===== src/pcie_bridge_macros.svh =====
// Width and LED constants shared by the TLP width bridge
// Core side is fixed at 64 bits, user side at 128 bits
// Keep widths must stay consistent with the data widths below

`ifndef PCIE_BRIDGE_MACROS_SVH
`define PCIE_BRIDGE_MACROS_SVH

// ----------------------------------------
// TLP stream widths
// ----------------------------------------
`define TLP_CORE_W          64
`define TLP_USER_W          128
`define TLP_DW_W            32
`define TLP_CORE_KEEP_W     8
`define TLP_USER_KEEPDW_W   4

// Core receive user bits carry the BAR hit at bits 8:2
`define TLP_BAR_HIT_W       7
`define TLP_RX_USER_W       22
`define TLP_BAR_HIT_LSB     2

// Packer holds at most four dwords
`define TLP_FILL_W          4

// ----------------------------------------
// Link LED
// ----------------------------------------
`define LED_TICK_W              32
`define LED_BLINK_BIT_DEFAULT   25

`endif


===== src/tlp_stream_pkg.sv =====
// Vector types for the 64-bit core and 128-bit user TLP streams
// Widths come from the bridge macro header

`include "pcie_bridge_macros.svh"

package tlp_stream_pkg;

    // ----------------------------------------
    // Core side (64-bit)
    // ----------------------------------------
    typedef logic [`TLP_CORE_W-1:0]       core_data_t;
    typedef logic [`TLP_CORE_KEEP_W-1:0]  core_keep_t;

    // Receive user bits straight from the core
    typedef logic [`TLP_RX_USER_W-1:0]    core_rx_user_t;

    // ----------------------------------------
    // User side (128-bit)
    // ----------------------------------------
    typedef logic [`TLP_USER_W-1:0]        user_data_t;

    // One bit per dword, contiguous from dword 0
    typedef logic [`TLP_USER_KEEPDW_W-1:0] keepdw_t;

    typedef logic [`TLP_BAR_HIT_W-1:0]     bar_hit_t;

    // Dwords currently collected by the receive packer
    typedef logic [`TLP_FILL_W-1:0]        fill_t;

endpackage


===== src/link_status_pkg.sv =====
// Vector types for the link status LED
// The blink select is wide enough to index any counter bit

`include "pcie_bridge_macros.svh"

package link_status_pkg;

    // Free-running tick counter
    typedef logic [`LED_TICK_W-1:0] led_tick_t;

    // Bit index into led_tick_t
    typedef logic [$clog2(`LED_TICK_W)-1:0] blink_sel_t;

endpackage


===== src/tlp_rx_packer.sv =====
// Packs 64-bit core receive beats into 128-bit user beats
// rx_ready is tied high; the user side has no ready and must take every beat
// Only the last core beat of a TLP may carry a half keep (8'h0f)
// Output beats appear one clock after the completing core beat

`timescale 1ns/1ps
`include "pcie_bridge_macros.svh"

module tlp_rx_packer (
    input  logic                          clk_pcie,
    input  logic                          rst,

    // Core receive stream
    input  tlp_stream_pkg::core_data_t    rx_data,
    input  tlp_stream_pkg::core_keep_t    rx_keep,
    input  logic                          rx_last,
    input  tlp_stream_pkg::core_rx_user_t rx_user,
    input  logic                          rx_valid,
    output logic                          rx_ready,

    // User receive stream
    output tlp_stream_pkg::user_data_t    rx128_data,
    output tlp_stream_pkg::keepdw_t       rx128_keepdw,
    output logic                          rx128_first,
    output logic                          rx128_last,
    output tlp_stream_pkg::bar_hit_t      rx128_bar_hit,
    output logic                          rx128_valid
);

    tlp_stream_pkg::user_data_t data_q;
    tlp_stream_pkg::bar_hit_t   bar_hit_q;
    tlp_stream_pkg::fill_t      fill_q;
    tlp_stream_pkg::fill_t      base;
    tlp_stream_pkg::fill_t      fill_next;
    logic                       last_q;
    logic                       first_q;
    logic                       beat_out;

    assign rx_ready = 1'b1;

    // A beat is complete with three or four dwords, or at end of TLP
    assign beat_out = last_q || (fill_q > tlp_stream_pkg::fill_t'(2));

    // Restart at dword 0 once the held beat is issued
    assign base      = beat_out ? '0 : fill_q;
    assign fill_next = base + tlp_stream_pkg::fill_t'(1)
                     + tlp_stream_pkg::fill_t'(rx_keep[4]);

    // ----------------------------------------
    // Fill count and framing
    // ----------------------------------------
    always_ff @(posedge clk_pcie or posedge rst) begin
        if (rst) begin
            fill_q  <= '0;
            last_q  <= 1'b0;
            first_q <= 1'b1;
        end else if (rx_valid) begin
            fill_q <= fill_next;
            last_q <= rx_last;
            if (beat_out) begin
                first_q <= last_q;
            end
        end else if (beat_out) begin
            fill_q  <= '0;
            last_q  <= 1'b0;
            first_q <= last_q;
        end
    end

    // ----------------------------------------
    // Payload placement
    // ----------------------------------------
    always_ff @(posedge clk_pcie) begin
        if (rx_valid) begin
            for (int i = 0; i < `TLP_USER_KEEPDW_W; i++) begin
                if (i == base) begin
                    data_q[`TLP_DW_W*i +: `TLP_DW_W] <= rx_data[`TLP_DW_W-1:0];
                end
                // Upper dword lands next; harmless when its keep is clear
                if (i == base + tlp_stream_pkg::fill_t'(1)) begin
                    data_q[`TLP_DW_W*i +: `TLP_DW_W] <= rx_data[2*`TLP_DW_W-1:`TLP_DW_W];
                end
            end
            bar_hit_q <= rx_user[`TLP_BAR_HIT_LSB +: `TLP_BAR_HIT_W];
        end
    end

    assign rx128_data    = data_q;
    assign rx128_keepdw  = {fill_q > tlp_stream_pkg::fill_t'(3),
                            fill_q > tlp_stream_pkg::fill_t'(2),
                            fill_q > tlp_stream_pkg::fill_t'(1),
                            1'b1};
    assign rx128_first   = first_q;
    assign rx128_last    = last_q;
    assign rx128_bar_hit = bar_hit_q;
    assign rx128_valid   = beat_out;

    // Core only ever sends whole or half qwords
    a_rx_keep_shape: assert property (
        @(posedge clk_pcie) disable iff (rst)
        rx_valid |-> (rx_keep == 8'h0f || rx_keep == 8'hff)
    );

endmodule


===== src/tlp_tx_splitter.sv =====
// Splits 128-bit user transmit beats into one or two 64-bit core beats
// tx128_keepdw must be contiguous from dword 0
// The source must hold a beat until tx128_ready accepts it

`timescale 1ns/1ps
`include "pcie_bridge_macros.svh"

module tlp_tx_splitter (
    input  logic                       clk_pcie,
    input  logic                       rst,

    // User transmit stream
    input  tlp_stream_pkg::user_data_t tx128_data,
    input  tlp_stream_pkg::keepdw_t    tx128_keepdw,
    input  logic                       tx128_last,
    input  logic                       tx128_valid,
    output logic                       tx128_ready,

    // Core transmit stream
    output tlp_stream_pkg::core_data_t tx_data,
    output tlp_stream_pkg::core_keep_t tx_keep,
    output logic                       tx_last,
    output logic                       tx_valid,
    input  logic                       tx_ready
);

    tlp_stream_pkg::core_data_t hold_data;
    logic                       hold_last;
    logic                       hold_keep_hi;
    logic                       hold_valid;
    logic                       split_beat;
    logic                       upper_kept;

    // Beat needs a second core beat for its high qword
    assign split_beat = tx128_valid && tx128_keepdw[2];

    // Two-half beat is only taken together with its held half
    assign tx128_ready = tx_ready && (hold_valid || !split_beat);

    // ----------------------------------------
    // Core side mux
    // ----------------------------------------
    assign tx_valid   = hold_valid || tx128_valid;
    assign tx_data    = hold_valid ? hold_data : tx128_data[`TLP_CORE_W-1:0];
    assign tx_last    = hold_valid ? hold_last : (tx128_last && !tx128_keepdw[2]);
    assign upper_kept = hold_valid ? hold_keep_hi : tx128_keepdw[1];
    assign tx_keep    = upper_kept ? {`TLP_CORE_KEEP_W{1'b1}}
                                   : {{(`TLP_CORE_KEEP_W/2){1'b0}},
                                      {(`TLP_CORE_KEEP_W/2){1'b1}}};

    // Pending flag for the high qword
    always_ff @(posedge clk_pcie or posedge rst) begin
        if (rst) begin
            hold_valid <= 1'b0;
        end else if (hold_valid) begin
            if (tx_ready) begin
                hold_valid <= 1'b0;
            end
        end else if (split_beat && tx_ready) begin
            hold_valid <= 1'b1;
        end
    end

    // Capture the high half when the low half is accepted
    always_ff @(posedge clk_pcie) begin
        if (!hold_valid && split_beat && tx_ready) begin
            hold_data    <= tx128_data[`TLP_USER_W-1:`TLP_CORE_W];
            hold_last    <= tx128_last;
            hold_keep_hi <= tx128_keepdw[3];
        end
    end

    // Core sees a stable qword until it takes it
    a_tx_data_stable: assert property (
        @(posedge clk_pcie) disable iff (rst)
        (tx_valid && !tx_ready) |=> $stable(tx_data)
    );

endmodule


===== src/link_led.sv =====
// Link-state LED driver
// Solid on while the link is up, otherwise blinks from a counter bit
// Blink rate is clk_pcie / 2^(BLINK_BIT+1)

`timescale 1ns/1ps
`include "pcie_bridge_macros.svh"

module link_led #(
    parameter link_status_pkg::blink_sel_t BLINK_BIT = `LED_BLINK_BIT_DEFAULT
) (
    input  logic clk_pcie,
    input  logic rst,
    input  logic link_up,
    output logic led_state
);

    link_status_pkg::led_tick_t tick_q;

    // Free-running tick counter
    always_ff @(posedge clk_pcie or posedge rst) begin
        if (rst) begin
            tick_q <= '0;
        end else begin
            tick_q <= tick_q + 1'b1;
        end
    end

    assign led_state = link_up || tick_q[BLINK_BIT];

endmodule


===== src/tlp_width_bridge.sv =====
// TLP width bridge between a 64-bit PCIe core stream and a 128-bit user stream
// All logic runs on the core user clock clk_pcie
// Receive packer and LED use the combined subsystem reset
// Transmit splitter is reset by rst alone

`timescale 1ns/1ps
`include "pcie_bridge_macros.svh"

module tlp_width_bridge #(
    parameter link_status_pkg::blink_sel_t BLINK_BIT = `LED_BLINK_BIT_DEFAULT
) (
    input  logic                          clk_pcie,
    input  logic                          rst,
    input  logic                          core_user_rst,
    input  logic                          host_rst_subsys,
    input  logic                          link_up,
    output logic                          led_state,

    // Core receive stream
    input  tlp_stream_pkg::core_data_t    rx_data,
    input  tlp_stream_pkg::core_keep_t    rx_keep,
    input  logic                          rx_last,
    input  tlp_stream_pkg::core_rx_user_t rx_user,
    input  logic                          rx_valid,
    output logic                          rx_ready,

    // User receive stream
    output tlp_stream_pkg::user_data_t    rx128_data,
    output tlp_stream_pkg::keepdw_t       rx128_keepdw,
    output logic                          rx128_first,
    output logic                          rx128_last,
    output tlp_stream_pkg::bar_hit_t      rx128_bar_hit,
    output logic                          rx128_valid,

    // User transmit stream
    input  tlp_stream_pkg::user_data_t    tx128_data,
    input  tlp_stream_pkg::keepdw_t       tx128_keepdw,
    input  logic                          tx128_last,
    input  logic                          tx128_valid,
    output logic                          tx128_ready,

    // Core transmit stream
    output tlp_stream_pkg::core_data_t    tx_data,
    output tlp_stream_pkg::core_keep_t    tx_keep,
    output logic                          tx_last,
    output logic                          tx_valid,
    input  logic                          tx_ready
);

    logic rst_subsys;

    // Any of system, core or host reset clears the subsystem
    assign rst_subsys = rst || core_user_rst || host_rst_subsys;

    // ----------------------------------------
    // Receive path
    // ----------------------------------------
    tlp_rx_packer tlp_rx_packer_inst (
        .clk_pcie      ( clk_pcie      ),
        .rst           ( rst_subsys    ),
        .rx_data       ( rx_data       ),
        .rx_keep       ( rx_keep       ),
        .rx_last       ( rx_last       ),
        .rx_user       ( rx_user       ),
        .rx_valid      ( rx_valid      ),
        .rx_ready      ( rx_ready      ),
        .rx128_data    ( rx128_data    ),
        .rx128_keepdw  ( rx128_keepdw  ),
        .rx128_first   ( rx128_first   ),
        .rx128_last    ( rx128_last    ),
        .rx128_bar_hit ( rx128_bar_hit ),
        .rx128_valid   ( rx128_valid   )
    );

    // ----------------------------------------
    // Transmit path
    // ----------------------------------------
    tlp_tx_splitter tlp_tx_splitter_inst (
        .clk_pcie     ( clk_pcie     ),
        .rst          ( rst          ),
        .tx128_data   ( tx128_data   ),
        .tx128_keepdw ( tx128_keepdw ),
        .tx128_last   ( tx128_last   ),
        .tx128_valid  ( tx128_valid  ),
        .tx128_ready  ( tx128_ready  ),
        .tx_data      ( tx_data      ),
        .tx_keep      ( tx_keep      ),
        .tx_last      ( tx_last      ),
        .tx_valid     ( tx_valid     ),
        .tx_ready     ( tx_ready     )
    );

    // Status LED
    link_led #(
        .BLINK_BIT ( BLINK_BIT )
    ) link_led_inst (
        .clk_pcie  ( clk_pcie   ),
        .rst       ( rst_subsys ),
        .link_up   ( link_up    ),
        .led_state ( led_state  )
    );

endmodule


===== config.mk =====
export PLATFORM = sky130hd
export DESIGN_NAME = tlp_width_bridge
export DESIGN_NICKNAME = d
export VERILOG_FILES = /design/src/tlp_stream_pkg.sv /design/src/link_status_pkg.sv /design/src/tlp_rx_packer.sv /design/src/tlp_tx_splitter.sv /design/src/link_led.sv /design/src/tlp_width_bridge.sv
export VERILOG_INCLUDE_DIRS = /design/src /design/src/src
export SDC_FILE = /design/constraint.sdc
export NUM_CORES = 1
export LEC_CHECK = 0
export ABC_AREA = 1
export ABC_CLOCK_PERIOD_IN_PS = 3600
export BUFFER_PORTS_ARGS = -buffer_cell sky130_fd_sc_hd__buf_2
export CAP_MARGIN = 5
export CORE_AREA = 2 2 176 178
export CTS_CLUSTER_DIAMETER = 40
export DETAILED_ROUTE_END_ITERATION = 8
export DIE_AREA = 0 0 178 180
export SLEW_MARGIN = 15
export SYNTH_ARGS = -nofsm -noshare
export SYNTH_HDL_FRONTEND = slang
export SYNTH_SLANG_ARGS = --single-unit
export TNS_END_PERCENT = 10

===== constraint.sdc =====
create_clock -name clk_pcie -period 3.6 [get_ports clk_pcie]
set_input_delay 0.72 -clock clk_pcie [delete_from_list [all_inputs] [get_ports clk_pcie]]
set_output_delay 0.72 -clock clk_pcie [all_outputs]
set_load 0.02 [all_outputs]

==> results_dict.tcl <==
set metrics [dict create \
    status "finished clean" \
    synth_area_leader_cell "edfxtp_1" \
    end_kind "output port" \
    powerDensity_mw_per_mm2 602 \
    ys_seq_elements 234 \
    via_per_inst 4.51 \
    max-cap-violations 0 \
    detail_route.wl_per_cell_um 17.2 \
    required_ns 2.88 \
    synth_edf_count 201 \
    hold_slack_ns 0.111 \
    grt_max_degree 70 \
    yosys.area.top_type_share 0.609 \
    fp-row-count 64 \
    fp.dieArea_mm2 0.0320 \
    cts-root-buf "clkbuf_16" \
    clkTransAtPathRegs_ns 0.05 \
    max_stage_delay_ns 0.57 \
    power_mw 8.35 \
    drc 0 \
    finalSetupViolCount 0 \
    fmax_mhz 370 \
    die_h_um 180 \
    tightest_slew_ns 0.830 \
    initial_core_util 0.328 \
    grt_pass1_vias 7799 \
    h-tree-depth 2 \
    path_delay_family "buffers and inverters" \
    syn_area_per_cell_um2 10.8 \
    synth.area.top_cells "edfxtp_1, nand2_1, dfrtp_1, o21ai_0, inv_1" \
    numPortBuffers 425 \
    dr_total_vias 7915 \
    coreArea_mm2 0.0302 \
    cpMaxStageDelayCell "buf_4" \
    dieWidth_um 178 \
    crit_buf_inv 2 \
    cts.sink_count 234 \
    yosysUniqueCellTypes 33 \
    hold_viol 0 \
    drt_wl_total_mm 30.2 \
    grt_setup_unrepaired "no" \
    final_util 0.459 \
    fin_area_mm2 0.0139 \
    fin_nets 1565 \
    min_period_over_period 0.750 \
    pin_count 455 \
    critPathArrivalTime_ns 1.98 \
    overflow 0 \
    antenna_found_initial 3 \
    cp_max_fo 67 \
    m1WireLength_mm 11.8 \
    period_needed_ns 2.70 \
    setup_tns_ns 0 \
    tritoncts "yes" \
    drt_iter0_drc 328 \
    setup_ws_ns 0.901 \
    worstPathCellList "buf_4, nand2_1, nand2_1, buf_2" \
    synth_top_flop_cell "edfxtp_1" \
    clk_latency_ns 0.51 \
    dp_hpwl_mm 22.1 \
    clk_path_buf_depth 3 \
    num_antenna_cells 0 \
    grt_pass1_wl_mm 44.6 \
    drv_slew 0 \
    synth-async-reset-ratio 0.141 \
    holdCritPathClass "primary input to async pin" \
    slew_headroom 0.446 \
    synth.most_common_cell "nand2_1" \
    synthTopCellsByCount "nand2_1, edfxtp_1, inv_1, clkbuf_1, o21ai_0" \
    worstSetupPathType "flip-flop to output port" \
    layout-drive-gt1-share 0.399 \
    place_area_mm2 0.0123 \
    grt_usage 0.184 \
    max-vdd-ir-drop_v 0.000374 \
    syn_inst 918 \
    postCtsHoldBufs 0 \
    fin_cells 1755 \
    yosysSeqAreaShare 0.692 \
    ant_nets 0 \
    startpoint_type "flip-flop" \
    cts_made_buffers 43 \
    crit_top_cell "nand2_1" \
    routed-wl-met3_mm 3.37 \
    cts.repair.resized 0 \
    routed.top_layer "met5" \
    gp_congestion 0.836 \
    dr.pass1.iters 4 \
    wl_met2_mm 13.9 \
    place_ws_ns 0.999 \
    placedCellCount 1677 \
    synth-warning-count 0 \
    synth_area_mm2 0.00991 \
    area_growth_pct 39.9 \
    p_leak_nw 6.38 \
    clock_skew_ns 0.0206 \
    post_cts_buffers 0 \
]
## cell type report
class	instances	area, µm²
multi-input combinational	552	2510
clock buffer	48	1120
tap	396	495
clock inverter	30	413
fill	2876	16300
sequential	234	6860
inverter	58	218
timing repair buffer	437	2250
## flip-flops by register name, summed over array words and instances (netlist names)
register and cells:
tlp_tx_splitter_inst.hold_last 1, tlp_rx_packer_inst.rx128_bar_hit 7, tlp_rx_packer_inst.fill_q 4, link_led_inst.tick_q 26, tlp_rx_packer_inst.rx128_first 1, tlp_tx_splitter_inst.hold_keep_hi 1, tlp_rx_packer_inst.rx128_last 1, tlp_rx_packer_inst.rx128_data 128
tlp_tx_splitter_inst.hold_valid 1, tlp_tx_splitter_inst.hold_data 64
## where the power goes
group          internal [mW]  switching, mW
Sequential              3.11         0.0334
Clock                   2.88           1.36
Combinational          0.301          0.662
Total                   6.29           2.06
## cell usage in the layout, fill, tap and decap left out, types with 2 or more instances in the layout
cell type / synthesis / layout
nand3b_1: 5 / 5
nand2_2: 10 / 11
clkbuf_1: 50 / 4
nor2_1: 34 / 32
clkinv_1: 1 / 7
nand2_1: 355 / 354
clkbuf_16: 0 / 44
edfxtp_1: 201 / 201
buf_12: 0 / 3
nand3_1: 10 / 10
clkinvlp_4: 0 / 3
inv_1: 56 / 54
nand4_4: 0 / 2
o21ai_0: 49 / 49
buf_4: 12 / 9
or2_2: 2 / 2
xor2_1: 8 / 8
bufinv_16: 0 / 9
conb_1: 2 / 7
inv_2: 1 / 3
ha_1: 3 / 3
nor2_4: 2 / 4
clkinv_4: 0 / 4
clkinv_2: 0 / 4
xnor2_1: 7 / 7
inv_6: 0 / 3
dfrtp_1: 32 / 31
o21ai_2: 10 / 10
buf_2: 10 / 425
o21ai_1: 40 / 40
## worst reg2reg max path, delay by kind of cell, from the launching register on
family | cells | cell delay, ns
flip-flops | 1 | 0.39
buffers and inverters | 2 | 0.77
AO/OA/AOI/OAI | 1 | 0.27
AND/OR/NAND/NOR | 2 | 0.31
## final timing paths
kind                                                       from                             endpoint  slack, ns  cells after the start
worst max register to register     tlp_rx_packer_inst.fill_q[2]    tlp_rx_packer_inst.rx128_data[87]       1.46                      5
worst max-delay path            tlp_tx_splitter_inst.hold_valid                          tx_data[49]       0.90                      4
min in group clk_pcie                                rx_user[6]  tlp_rx_packer_inst.rx128_bar_hit[4]       0.38                      1
max in group asynchronous                                   rst       tlp_rx_packer_inst.rx128_first       2.75                      3
worst min-delay path                                        rst      tlp_tx_splitter_inst.hold_valid       0.11                      2
worst min register to register          link_led_inst.tick_q[0]              link_led_inst.tick_q[0]       0.47                      1
## routing by layer
metal | up-vias | GRT usage
met5 | - | 0
met4 | 6 | 0.0734
met1 | 3649 | 0.215
li1 | 3828 | -
met3 | 78 | 0.0723
met2 | 354 | 0.300
## cells by family after synthesis
kind of cell / Yosys count / synth area share
simple gates: 424 / 0.171
flops: 234 / 0.692
buf+inv: 137 / 0.0624
compound gates: 102 / 0.0554
xor+xnor: 15 / 0.0133
fa+ha+maj: 3 / 0.00379
other cells: 2 / 0.000758
mux: 1 / 0.00101
Power figures use the tool's default switching activity.
